--- config.mk ---
export PLATFORM = sky130hd
export DESIGN_NAME = uart_bank
export DESIGN_NICKNAME = d
export VERILOG_FILES = /design/src/design/uart_bank_pkg.sv /design/src/design/uart_bank.sv /design/src/design/rx_collector.sv /design/src/design/uart_lane.sv /design/src/design/tx_dispatch.sv /design/src/design/baud_tick_gen.sv
export SDC_FILE = /design/constraint.sdc
export NUM_CORES = 1
export LEC_CHECK = 0
export BUFFER_PORTS_ARGS = -buffer_cell sky130_fd_sc_hd__clkbuf_2
export CAP_MARGIN = 25
export CORE_UTILIZATION = 50
export CTS_BUF_LIST = sky130_fd_sc_hd__clkbuf_4
export CTS_CLUSTER_DIAMETER = 50
export DETAILED_ROUTE_END_ITERATION = 10
export PLACE_DENSITY = 0.75
export SYNTH_ARGS = -nofsm -noshare
export SYNTH_HDL_FRONTEND = slang
export SYNTH_SLANG_ARGS = --single-unit
--- constraint.sdc ---
create_clock -name clk -period 3.8 [get_ports clk]
set_input_delay 0.57 -clock clk [delete_from_list [all_inputs] [get_ports clk]]
set_output_delay 0.57 -clock clk [all_outputs]
set_load 0.02 [all_outputs]
--- src/design/uart_bank_pkg.sv ---
// Shared constants, width types, lane state encodings and bank command and event structs
`default_nettype none

package uart_bank_pkg;

  // Bank geometry
  localparam int NUM_LANES  = 4;
  localparam int LANE_IDX_W = 2;

  // Oversampling, ticks per bit and ticks to mid-start
  localparam int OVERSAMPLE = 16;
  localparam int HALF_BIT   = 8;
  localparam int STOP_BITS  = 1;

  // Clocking, default divider works out to 5
  localparam int CLOCK_RATE        = 10_000_000;
  localparam int DEFAULT_BAUDRATE  = 115_200;
  localparam int DEFAULT_CLOCK_DIV = CLOCK_RATE / (OVERSAMPLE * DEFAULT_BAUDRATE);

  typedef logic [7:0]            uart_byte_t;
  // Clk cycles per oversample tick
  typedef logic [15:0]           clock_div_t;
  typedef logic [LANE_IDX_W-1:0] lane_idx_t;
  typedef logic [NUM_LANES-1:0]  lane_mask_t;
  typedef logic [4:0]            tick_cnt_t;
  typedef logic [3:0]            bit_cnt_t;

  typedef enum logic [1:0] {TX_IDLE, TX_START, TX_DATA, TX_STOP} tx_state_e;
  typedef enum logic [1:0] {RX_IDLE, RX_CHECK_START, RX_READING, RX_CHECK_STOP} rx_state_e;

  // One transmit request
  typedef struct packed {
    lane_idx_t  lane;
    uart_byte_t data;
  } tx_cmd_t;

  // What one lane hands to the collector
  typedef struct packed {
    uart_byte_t data;
    logic       frame_error;
  } rx_result_t;

  // One receive event as seen outside the bank
  typedef struct packed {
    lane_idx_t  lane;
    uart_byte_t data;
    logic       frame_error;
    logic       overrun;
  } rx_event_t;

endpackage

`default_nettype wire
--- src/design/uart_bank.sv ---
// Four-lane UART bank top level with shared divider, dispatcher and receive collector
`timescale 1ns/1ps
`default_nettype none

module uart_bank import uart_bank_pkg::*; (
  input  logic       clk,
  input  logic       rst_n,
  input  logic       set_clock_div,
  input  clock_div_t user_clock_div,
  input  logic       tx_start,
  input  tx_cmd_t    tx_cmd,
  input  lane_mask_t rx,
  output lane_mask_t tx,
  output lane_mask_t tx_busy,
  output lane_mask_t rx_busy,
  output logic       tx_reject,
  output logic       rx_valid,
  output rx_event_t  rx_event
);

  logic       tick;
  logic       restart;
  lane_mask_t lane_start;
  uart_byte_t lane_data;
  lane_mask_t rx_done;
  rx_result_t rx_result [NUM_LANES];

  // One tick source for every lane
  baud_tick_gen u_baud (
    .clk            (clk),
    .rst_n          (rst_n),
    .set_clock_div  (set_clock_div),
    .user_clock_div (user_clock_div),
    .tick           (tick),
    .restart        (restart)
  );

  tx_dispatch u_dispatch (
    .clk        (clk),
    .rst_n      (rst_n),
    .tx_start   (tx_start),
    .tx_cmd     (tx_cmd),
    .tx_busy    (tx_busy),
    .lane_start (lane_start),
    .lane_data  (lane_data),
    .tx_reject  (tx_reject)
  );

  for (genvar i = 0; i < NUM_LANES; i++) begin : g_lane
    uart_lane u_lane (
      .clk     (clk),
      .rst_n   (rst_n),
      .tick    (tick),
      .restart (restart),
      .start   (lane_start[i]),
      .data_in (lane_data),
      .tx      (tx[i]),
      .tx_busy (tx_busy[i]),
      .rx      (rx[i]),
      .rx_busy (rx_busy[i]),
      .rx_done (rx_done[i]),
      .result  (rx_result[i])
    );
  end

  rx_collector u_collector (
    .clk       (clk),
    .rst_n     (rst_n),
    .rx_done   (rx_done),
    .rx_result (rx_result),
    .rx_valid  (rx_valid),
    .rx_event  (rx_event)
  );

endmodule

`default_nettype wire

--- src/design/rx_collector.sv ---
// Per-lane receive result slots with overrun marking and round-robin event output
`timescale 1ns/1ps
`default_nettype none

module rx_collector import uart_bank_pkg::*; (
  input  logic       clk,
  input  logic       rst_n,
  input  lane_mask_t rx_done,
  input  rx_result_t rx_result [NUM_LANES],
  output logic       rx_valid,
  output rx_event_t  rx_event
);

  rx_result_t slot [NUM_LANES];
  lane_mask_t pend;
  lane_mask_t ovr;
  lane_mask_t eff_pend;
  lane_mask_t eff_ovr;
  lane_mask_t grant;
  lane_idx_t  last_lane;
  lane_idx_t  sel_lane;
  logic       sel_valid;
  rx_result_t sel_result;

  // Fresh results compete in the same cycle they arrive
  always_comb begin
    for (int i = 0; i < NUM_LANES; i++) begin
      eff_pend[i] = pend[i] | rx_done[i];
      eff_ovr[i]  = rx_done[i] ? pend[i] : ovr[i];
    end
  end

  // Search starts one past the lane served last
  always_comb begin
    lane_idx_t cand;
    sel_valid = 1'b0;
    sel_lane  = last_lane;
    for (int k = 1; k <= NUM_LANES; k++) begin
      cand = lane_idx_t'(last_lane + k);
      if (!sel_valid && eff_pend[cand]) begin
        sel_valid = 1'b1;
        sel_lane  = cand;
      end
    end
  end

  assign grant      = sel_valid ? (lane_mask_t'(1) << sel_lane) : '0;
  assign sel_result = rx_done[sel_lane] ? rx_result[sel_lane] : slot[sel_lane];

  always_ff @(posedge clk or negedge rst_n) begin
    if (!rst_n) begin
      pend      <= '0;
      ovr       <= '0;
      rx_valid  <= 1'b0;
      last_lane <= lane_idx_t'(NUM_LANES - 1);
    end else begin
      for (int i = 0; i < NUM_LANES; i++) begin
        if (grant[i]) begin
          pend[i] <= 1'b0;
          ovr[i]  <= 1'b0;
        end else if (rx_done[i]) begin
          // Newer result replaces an unread one
          pend[i] <= 1'b1;
          ovr[i]  <= pend[i];
        end
      end
      rx_valid <= sel_valid;
      if (sel_valid) begin
        last_lane <= sel_lane;
      end
    end
  end

  always_ff @(posedge clk) begin
    for (int i = 0; i < NUM_LANES; i++) begin
      if (rx_done[i] && !grant[i]) begin
        slot[i] <= rx_result[i];
      end
    end
    if (sel_valid) begin
      rx_event.lane        <= sel_lane;
      rx_event.data        <= sel_result.data;
      rx_event.frame_error <= sel_result.frame_error;
      rx_event.overrun     <= eff_ovr[sel_lane];
    end
  end

  // A lane just served yields to any other waiting lane
  a_round_robin: assert property (@(posedge clk) disable iff (!rst_n)
    (sel_valid && (eff_pend & ~grant) != '0) |=> (grant & $past(grant)) == '0);

endmodule

`default_nettype wire

--- src/design/uart_lane.sv ---
// Single 8N1 UART lane with transmit and receive state machines on the shared tick
`timescale 1ns/1ps
`default_nettype none

module uart_lane import uart_bank_pkg::*; (
  input  logic       clk,
  input  logic       rst_n,
  input  logic       tick,
  input  logic       restart,
  input  logic       start,
  input  uart_byte_t data_in,
  output logic       tx,
  output logic       tx_busy,
  input  logic       rx,
  output logic       rx_busy,
  output logic       rx_done,
  output rx_result_t result
);

  tx_state_e  tx_state;
  tick_cnt_t  tx_tick_cnt;
  bit_cnt_t   tx_bit_cnt;
  uart_byte_t tx_shift;
  logic       tx_bit_end;
  logic       tx_shift_en;

  rx_state_e  rx_state;
  tick_cnt_t  rx_tick_cnt;
  bit_cnt_t   rx_bit_cnt;
  uart_byte_t rx_shift;
  logic       rx_prev;
  logic       rx_fall;
  logic       rx_half;
  logic       rx_bit_end;

  assign tx_busy = (tx_state != TX_IDLE);
  assign rx_busy = (rx_state != RX_IDLE);

  // Last tick of a bit period
  assign tx_bit_end  = tick && (tx_tick_cnt == tick_cnt_t'(OVERSAMPLE - 1));
  // Move to the next data bit at the end of start and of each data bit
  assign tx_shift_en = tx_bit_end && (tx_state == TX_START || tx_state == TX_DATA);

  always_ff @(posedge clk or negedge rst_n) begin
    if (!rst_n) begin
      tx_state    <= TX_IDLE;
      tx          <= 1'b1;
      tx_tick_cnt <= '0;
      tx_bit_cnt  <= '0;
    end else if (restart) begin
      // Divider change drops the frame in flight
      tx_state    <= TX_IDLE;
      tx          <= 1'b1;
      tx_tick_cnt <= '0;
      tx_bit_cnt  <= '0;
    end else begin
      if (tx_state == TX_IDLE) begin
        tx_tick_cnt <= '0;
      end else if (tick) begin
        tx_tick_cnt <= tx_bit_end ? '0 : tx_tick_cnt + 1'b1;
      end
      case (tx_state)
        TX_IDLE: begin
          // Start bit goes out right away
          if (start) begin
            tx       <= 1'b0;
            tx_state <= TX_START;
          end
        end
        TX_START: begin
          if (tx_bit_end) begin
            tx         <= tx_shift[0];
            tx_bit_cnt <= '0;
            tx_state   <= TX_DATA;
          end
        end
        TX_DATA: begin
          if (tx_bit_end) begin
            if (tx_bit_cnt == bit_cnt_t'(7)) begin
              tx         <= 1'b1;
              tx_bit_cnt <= '0;
              tx_state   <= TX_STOP;
            end else begin
              tx         <= tx_shift[0];
              tx_bit_cnt <= tx_bit_cnt + 1'b1;
            end
          end
        end
        TX_STOP: begin
          // Bit counter reused for stop periods
          if (tx_bit_end) begin
            if (tx_bit_cnt == bit_cnt_t'(STOP_BITS - 1)) begin
              tx_state <= TX_IDLE;
            end else begin
              tx_bit_cnt <= tx_bit_cnt + 1'b1;
            end
          end
        end
        default: tx_state <= TX_IDLE;
      endcase
    end
  end

  // LSB first shift register
  always_ff @(posedge clk) begin
    if (tx_state == TX_IDLE && start) begin
      tx_shift <= data_in;
    end else if (tx_shift_en) begin
      tx_shift <= {1'b0, tx_shift[7:1]};
    end
  end

  assign rx_fall    = rx_prev && !rx;
  assign rx_half    = tick && (rx_tick_cnt == tick_cnt_t'(HALF_BIT - 1));
  assign rx_bit_end = tick && (rx_tick_cnt == tick_cnt_t'(OVERSAMPLE - 1));

  always_ff @(posedge clk or negedge rst_n) begin
    if (!rst_n) begin
      rx_state    <= RX_IDLE;
      rx_tick_cnt <= '0;
      rx_bit_cnt  <= '0;
      rx_prev     <= 1'b1;
      rx_done     <= 1'b0;
    end else begin
      // Edge detect keeps running through a restart
      rx_prev <= rx;
      rx_done <= 1'b0;
      if (restart) begin
        rx_state    <= RX_IDLE;
        rx_tick_cnt <= '0;
        rx_bit_cnt  <= '0;
      end else begin
        case (rx_state)
          RX_IDLE: begin
            rx_tick_cnt <= '0;
            rx_bit_cnt  <= '0;
            // A line held low after a bad stop bit is not a new start
            if (rx_fall) begin
              rx_state <= RX_CHECK_START;
            end
          end
          RX_CHECK_START: begin
            if (rx_half) begin
              rx_tick_cnt <= '0;
              rx_state    <= rx ? RX_IDLE : RX_READING;
            end else if (tick) begin
              rx_tick_cnt <= rx_tick_cnt + 1'b1;
            end
          end
          RX_READING: begin
            if (rx_bit_end) begin
              rx_tick_cnt <= '0;
              if (rx_bit_cnt == bit_cnt_t'(7)) begin
                rx_state <= RX_CHECK_STOP;
              end else begin
                rx_bit_cnt <= rx_bit_cnt + 1'b1;
              end
            end else if (tick) begin
              rx_tick_cnt <= rx_tick_cnt + 1'b1;
            end
          end
          RX_CHECK_STOP: begin
            if (rx_bit_end) begin
              rx_done  <= 1'b1;
              rx_state <= RX_IDLE;
            end else if (tick) begin
              rx_tick_cnt <= rx_tick_cnt + 1'b1;
            end
          end
          default: rx_state <= RX_IDLE;
        endcase
      end
    end
  end

  // Mid-bit samples and the reported frame
  always_ff @(posedge clk) begin
    if (rx_state == RX_READING && rx_bit_end) begin
      rx_shift <= {rx, rx_shift[7:1]};
    end
    if (rx_state == RX_CHECK_STOP && rx_bit_end) begin
      result.data        <= rx_shift;
      result.frame_error <= !rx;
    end
  end

  a_no_start_busy: assert property (@(posedge clk) disable iff (!rst_n)
    start |-> !tx_busy);

endmodule

`default_nettype wire

--- src/design/tx_dispatch.sv ---
// Transmit command router with busy-lane rejection
`timescale 1ns/1ps
`default_nettype none

module tx_dispatch import uart_bank_pkg::*; (
  input  logic       clk,
  input  logic       rst_n,
  input  logic       tx_start,
  input  tx_cmd_t    tx_cmd,
  input  lane_mask_t tx_busy,
  output lane_mask_t lane_start,
  output uart_byte_t lane_data,
  output logic       tx_reject
);

  lane_mask_t lane_sel;
  lane_mask_t lane_taken;

  // One-hot decode of the addressed lane
  assign lane_sel   = lane_mask_t'(1) << tx_cmd.lane;
  // A start still in flight counts as busy
  // The lane raises tx_busy a cycle later
  assign lane_taken = tx_busy | lane_start;

  always_ff @(posedge clk or negedge rst_n) begin
    if (!rst_n) begin
      lane_start <= '0;
      tx_reject  <= 1'b0;
    end else begin
      lane_start <= '0;
      tx_reject  <= 1'b0;
      if (tx_start) begin
        if ((lane_sel & lane_taken) != '0) begin
          tx_reject <= 1'b1;
        end else begin
          lane_start <= lane_sel;
        end
      end
    end
  end

  // Only the started lane picks up the shared data
  always_ff @(posedge clk) begin
    if (tx_start) begin
      lane_data <= tx_cmd.data;
    end
  end

  // A lane never gets starts in two cycles running
  a_no_double_start: assert property (@(posedge clk) disable iff (!rst_n)
    (lane_start & $past(lane_start)) == '0);

endmodule

`default_nettype wire

--- src/design/baud_tick_gen.sv ---
// Loadable clock divider producing the shared 16x oversampling tick and restart pulse
`timescale 1ns/1ps
`default_nettype none

module baud_tick_gen import uart_bank_pkg::*; (
  input  logic       clk,
  input  logic       rst_n,
  input  logic       set_clock_div,
  input  clock_div_t user_clock_div,
  output logic       tick,
  output logic       restart
);

  clock_div_t clock_div;
  clock_div_t div_cnt;
  logic       wrap;

  // Last cycle of the divider period
  // A divider of 0 or 1 wraps every cycle
  assign wrap = ({1'b0, div_cnt} + 17'd1) >= {1'b0, clock_div};

  always_ff @(posedge clk or negedge rst_n) begin
    if (!rst_n) begin
      clock_div <= clock_div_t'(DEFAULT_CLOCK_DIV);
      div_cnt   <= '0;
      tick      <= 1'b0;
      restart   <= 1'b0;
    end else begin
      // Announce a new divider one cycle after the load
      restart <= set_clock_div;
      if (set_clock_div) begin
        clock_div <= user_clock_div;
        div_cnt   <= '0;
        tick      <= 1'b0;
      end else if (wrap) begin
        div_cnt <= '0;
        tick    <= 1'b1;
      end else begin
        div_cnt <= div_cnt + 1'b1;
        tick    <= 1'b0;
      end
    end
  end

  // Tick is a single-cycle pulse unless the divider runs at every clock
  a_tick_pulse: assert property (@(posedge clk) disable iff (!rst_n)
    (tick && clock_div >= 16'd2) |=> !tick);

endmodule

`default_nettype wire

---- Word level (Yosys, flattened, before mapping) ----
Memory sizes are Yosys's and may differ from the RTL's.
Index checks and enable logic that the tools add are counted.
storage, ports and cells
  flip-flop bits (word level) ............. 270
  RAM bits ................................ 36
  input port bits ......................... 34
  output and inout port bits .............. 26
  logic and storage cells ................. 577
  memories ................................ 1
operators by class
  $add $sub $neg .......................... 22
  order comparisons ....................... 7
  equal/unequal tests ..................... 100
  shifts and indexed selects .............. 2
  muxes and demuxes ....................... 249
  bitwise logic cells ..................... 7
  reduce and logical (&&, ||, !) cells .... 119
memories
  memory            words  bits a word  rd ports  clocked after Yosys merged registers in  wr ports  RTL line            text
  u_collector.slot  4      9            1         0                                        4         rx_collector.sv:14  rx_result_t slot [NUM_LANES];
operators by type and width
  operator             count
  $mux 5               36
  $mux 4               39
  $mux 2               60
  $ne 3x2->1 const B   36
  $pmux 5 s4           4
  $mux 1               70
  $mux 8               8
  $pmux 2 s4           8
  $ne 3x3->1 const B   20
  $pmux 4 s3           4
  $add 5x1->5 const B  8
  $eq 5x4->1 const B   8
  $reduce_and 5->1     8
  $logic_and 1x1->1    39
  $reduce_bool 4->1    9
  $add 4x1->4 const B  8
  $eq 2x2->1 const B   16
  $eq 4x3->1 const B   8
  $mux 16              2
  $pmux 4 s2           4
  $reduce_bool 2->1    16
  $mux 9               3
  $reduce_and 6->1     4
  $reduce_bool 3->1    8
  23 further kinds     80

---- Depth between registers and ports, before layout ----
  depth in word-level cells ............... 19
  mapped depth ............................ 14
  mapped depth without buffers ............ 12

---- Hierarchy ----
Synthesis repeated with hierarchy kept, for this count alone.
second synthesis, totals
  cell total of the unflattened synthesis .. 1239
  area, all modules ....................... 14840.5 µm²
by module, submodules not included
  module                            instances  cells each  area an instance (µm²)  seq. area each (µm²)
  uart_lane (g_lane[1].u_lane ...)  2          211         2434.8                  1378.8
  rx_collector                      1          181         2740.1                  1719.1
  uart_lane (g_lane[0].u_lane)      1          208         2466.1                  1378.8
  uart_lane (g_lane[2].u_lane)      1          210         2432.3                  1378.8
  baud_tick_gen                     1          193         1885.6                  853.3
  tx_dispatch                       1          25          446.7                   365.4

---- Least setup slack after synthesis ----
OpenSTA, ideal clock, no wires.
  path type ............................... register to register
  from .................................... register u_baud.div_cnt[2]
  to ...................................... register u_baud.div_cnt[11]
  setup time .............................. 0.080 ns
  arrival ................................. 2.724 ns
  data required time ...................... 3.720 ns
  setup slack ............................. 0.996 ns
  cell stages (with the launch flop) ...... 15
  path buffers ............................ 2
  period minus slack after synthesis ...... 2.804 ns
  path through ............................ dfrtp_1 -> and4_1 -> and4_1 -> and2_1 -> nand4_1 -> xnor2_1 -> ha_1 -> nand4_1 -> nor2_1 -> a41oi_1 -> o21ai_1 -> or3_1 -> buf_2 -> buf_6 -> nor3b_2
on the way
  word-level cells in the longest chain between the ends .. 4
  elaborated cells on any way between the ends .. 5
  those cells by class .................... 2 x add/sub; 1 x order compare; 2 x mux
RTL lines
  item                      RTL line             text
  start: declaration        baud_tick_gen.sv:15  clock_div_t div_cnt;
  start signal: assignment  baud_tick_gen.sv:39  div_cnt <= div_cnt + 1'b1;
  $add 16x1->17             baud_tick_gen.sv:20  assign wrap = ({1'b0, div_cnt} + 17'd1) >= {1'b0, clock_div};
  $ge 17x16->1              baud_tick_gen.sv:20
  $mux 16 *                 baud_tick_gen.sv:35  end else if (wrap) begin
  $mux 16 *                 baud_tick_gen.sv:31  if (set_clock_div) begin
Every way passes the cells marked *; elsewhere a longest branch is shown, timed or not.
A chain may end at the register's enable or synchronous reset.

---- Worst setup path in the final report ----
  from .................................... register u_baud.div_cnt[0]
  to ...................................... register u_baud.div_cnt[3]
The elaborated chain is that of the path after synthesis.

==> flow_summary.toml <==
[critical_path]
reg2reg_depth = 12
worstPathArrival_ns = 3.95
cp-start-kind = "flip-flop"
slowest_stage = "or3_1"
critical_path_depth = 12
rrSetupSlack_ns = 0.41
cp_cell_sequence = "ha_1, nand2_1, nor3_1, nand3_1, xnor2_1, ha_1, nand4_1, nor2_1, a41oi_1, o21ai_1, or3_1, nor3b_1"
critPathKind = "reg -> reg"
crit_family = "simple AND/OR/NAND/NOR gates"
required_ns = 4.36
crit_buf_inv = 0
path_common_cell = "ha_1"
crit_fanout = 16
slowest_delay_ns = 0.68
end_kind = "flip-flop"

[sta]
max_slew.worst_pin.slew_ns = 0.9221
slew_headroom_pct = 38.40
finalSetupViolCount = 0
fin_skew_ns = 0.07227
slew_viol_final = 0
fmax_ghz = 0.2952
finalCriticalPeriod_ns = 3.387
finalHoldViolations = 0
fin_tns_setup_ns = 0
rsz0062_at_grt = "no"
final.period_utilization_pct = 89.14

[global_routing]
grt_overflow = 0
antenna_found_initial = 1
track_usage_pct = 19.83
grt_max_degree = 80
grt_pass1_vias = 9836
grt_pass1_wl_mm = 46.95

[routing]
vias = 9951
final_antenna_net_count = 0
wirelength_mm = 28.19
drt-wirelength-per-cell_um = 15.56
drc_errors = 0
drt_first_pass_iters = 5
first_iter_violations = 699
wl_met2_mm = 13.65
route.met3.wl_mm = 1.194
top_layer = "met4"
vias_per_cell = 5.495
drt-met1-wl_mm = 12.82

[job]
max_cap_viol_count = 0

[finish]
area_growth_pct = 11.56
post-route-cell-area_um2 = 16150
nets = 1460
drive_gt1_share_pct = 19.48
fillCellCount = 2339

[synth]
yosysTopAreaCellShare_pct = 32.36
synth-async-reset-ratio_pct = 49.02
yosys.area.top_type = "edfxtp_1"
seq_area_frac_synth_pct = 58.39
synth_area_um2 = 14480
syn_inst = 1268
synth_fp_nets = 1363
synth_area_leaders = "edfxtp_1 32%, dfrtp_1 24%, ha_1 5.3%, nand2_1 4.5%, nor2_1 2.5%"
synth.most_common_cell = "nand2_1"
ys_ff_latch = 306
synthFlopType = "edfxtp_1"
synth_edf_count = 156
syn_area_per_cell_um2 = 11.42
synth_cell_types = 82
yosys_warnings = 0
synthTopCellsByCount = "172 x nand2_1, 156 x edfxtp_1, 138 x dfrtp_1"

[pwr]
clkPwrFrac_pct = 37.6
p_seq_share_pct = 47.3
p_leak_nw = 6.771
intPower_w = 0.005705
ir_drop_v = 0.0003958
p_comb_share_pct = 15.1
p_sw_w = 0.002228
power_density_nw_per_um2 = 491.2
switching_share_pct = 28.09

[hold_path]
holdPathStages = 1
min_path_type = "in -> reg"

[floorplanning]
core-area_um2 = 28160
die_w_um = 172.2
dieArea_um2 = 29640
rows = 61
fp.dieH_um = 172.2
floorplan.initialDensity_pct = 51.40
floorplan.io_pins = 60

[cts]
clk_latency_ns = 0.70
clock_sinks = 306
htreeDepth = 3
path_clk_slew_ns = 0.06
cts-root-buf = "clkbuf_4"
cts_max_path_buffers = 3
cts_buffers = 79
cts_tree = "built"

[placement]
place_area_um2 = 14990
dp_hpwl_mm = 18.86
globalplace.congestion = 0.8352
portBuffers = 59

[outcome]
outcome = "complete, no violations"
==> metal layers <==
| layer | global-route usage [%] | vias up |
|---|---|---|
| li1 | - | 4856 |
| met2 | 32.63 | 229 |
| met3 | 3.868 | 44 |
| met5 | 0 | - |
| met1 | 26.14 | 4822 |
| met4 | 7.118 | 0 |
==> power by group through the flow <==
stage	combinational [W]	sequential, W	clock, W
global placement	0.00116	0.00381	0
finish	0.00120	0.00375	0.00298
floorplan	0.000943	0.00378	0
CTS	0.00121	0.00375	0.00307
global route	0.00135	0.00377	0.00324
detailed placement	0.00119	0.00382	0
==> final timing paths <==
| kind | end | start |
|---|---|---|
| setup / recovery | u_baud.div_cnt[3]$_DFF_PN0_ | u_baud.div_cnt[0]$_DFF_PN0_ |
| hold / removal | u_dispatch.lane_data[6]$_DFFE_PP_ | tx_cmd[6] |
| setup reg to reg | u_baud.div_cnt[3]$_DFF_PN0_ | u_baud.div_cnt[0]$_DFF_PN0_ |
| hold reg to reg | g_lane[1].u_lane.rx_shift[3]$_DFFE_PP_ | g_lane[1].u_lane.rx_shift[4]$_DFFE_PP_ |
| max in group asynchronous | u_baud.restart$_DFF_PN0_ | rst_n |
| min in group asynchronous | g_lane[1].u_lane.rx_bit_cnt[3]$_DFFE_PN0P_ | rst_n |
==> state kept, by name, indices dropped and copies added, names as in the netlist, 20 cells and up <==
signal,cells
g_lane.u_lane.result,36
u_collector.slot,36
g_lane.u_lane.rx_shift,32
g_lane.u_lane.tx_shift,32
g_lane.u_lane.rx_tick_cnt,20
g_lane.u_lane.tx_tick_cnt,20
==> worst register-to-register path, stage by stage, from the launching register on <==
cell and delay (ns):
dfrtp_1 0.46, ha_1 0.27, nand2_1 0.11, nor3_1 0.33, nand3_1 0.15, xnor2_1 0.19, ha_1 0.27, nand4_1 0.09
nor2_1 0.06, a41oi_1 0.22, o21ai_1 0.12, or3_1 0.68, nor3b_1 0.33
==> cell type report <==
type / instances / area (µm²) / area share, %
Clock inverter: 23 / 161.4 / 0.9994
Timing Repair Buffer: 75 / 457.9 / 2.835
Sequential cell: 306 / 8454 / 52.35
Multi-Input combinational cell: 833 / 5380 / 33.31
Inverter: 70 / 282.8 / 1.751
Clock buffer: 125 / 938.4 / 5.810
Tap cell: 378 / 473.0 / 2.928
Antenna cell: 1 / 2.502 / 0.01549
==> repair_timing <==
item,CTS,global route
hold buffers,3,1
endpoints found under the hold margin,67,1
setup buffers,0,0
gates resized for setup,0,0
==> per-stage QoR <==
step	setup slack, ns	utilization, %	instances	total power, W	hold WS (ns)
4_1_cts	0.4088	57.24	1807	0.008031	0.004164
6_report	0.4127	57.35	1811	0.007933	0.06803
3_5_place_dp	0.4788	53.23	1656	0.005010	0.4045
2_1_floorplan	0.9959	-	1268	0.004718	0.2744
3_3_place_gp	0.6063	53.23	1656	0.004969	0.4046
5_1_grt	0.1869	57.35	1811	0.008358	0.01040
==> logic make-up (layout without fill, tap and decap cells) <==
logic type	Yosys count	count (layout)	share of synthesized area (%)
other	0	1	0
DFF	306	306	58.39
xor gates and xnor gates	26	26	1.573
adders and majority gates	61	61	5.272
buffers and inverters	129	293	4.442
AOI/OAI and AO/OA	216	216	9.671
and+or+nand+nor	478	478	16.55
muxes	52	52	4.097
==> layout by cell type (no fill, tap or decap), types with 12 or more instances in the layout <==
| cell type | Yosys | layout |
|---|---|---|
| dfstp_2 | 12 | 12 |
| nand4_1 | 57 | 57 |
| mux2i_1 | 14 | 14 |
| nor2_1 | 97 | 97 |
| a21o_1 | 12 | 12 |
| xor2_1 | 15 | 15 |
| and3_1 | 20 | 20 |
| o31ai_1 | 12 | 12 |
| clkbuf_2 | 0 | 58 |
| o21ai_0 | 59 | 59 |
| nor3_1 | 34 | 34 |
| edfxtp_1 | 156 | 156 |
| clkinv_1 | 1 | 13 |
| dfrtp_1 | 138 | 137 |
| inv_1 | 67 | 67 |
| mux2_2 | 32 | 32 |
| a21oi_1 | 45 | 45 |
| nand2_1 | 172 | 172 |
| nand3_1 | 18 | 18 |
| clkbuf_4 | 0 | 125 |
| ha_1 | 61 | 61 |
| nand2b_1 | 12 | 12 |
Power figures use the tool's default switching activity.
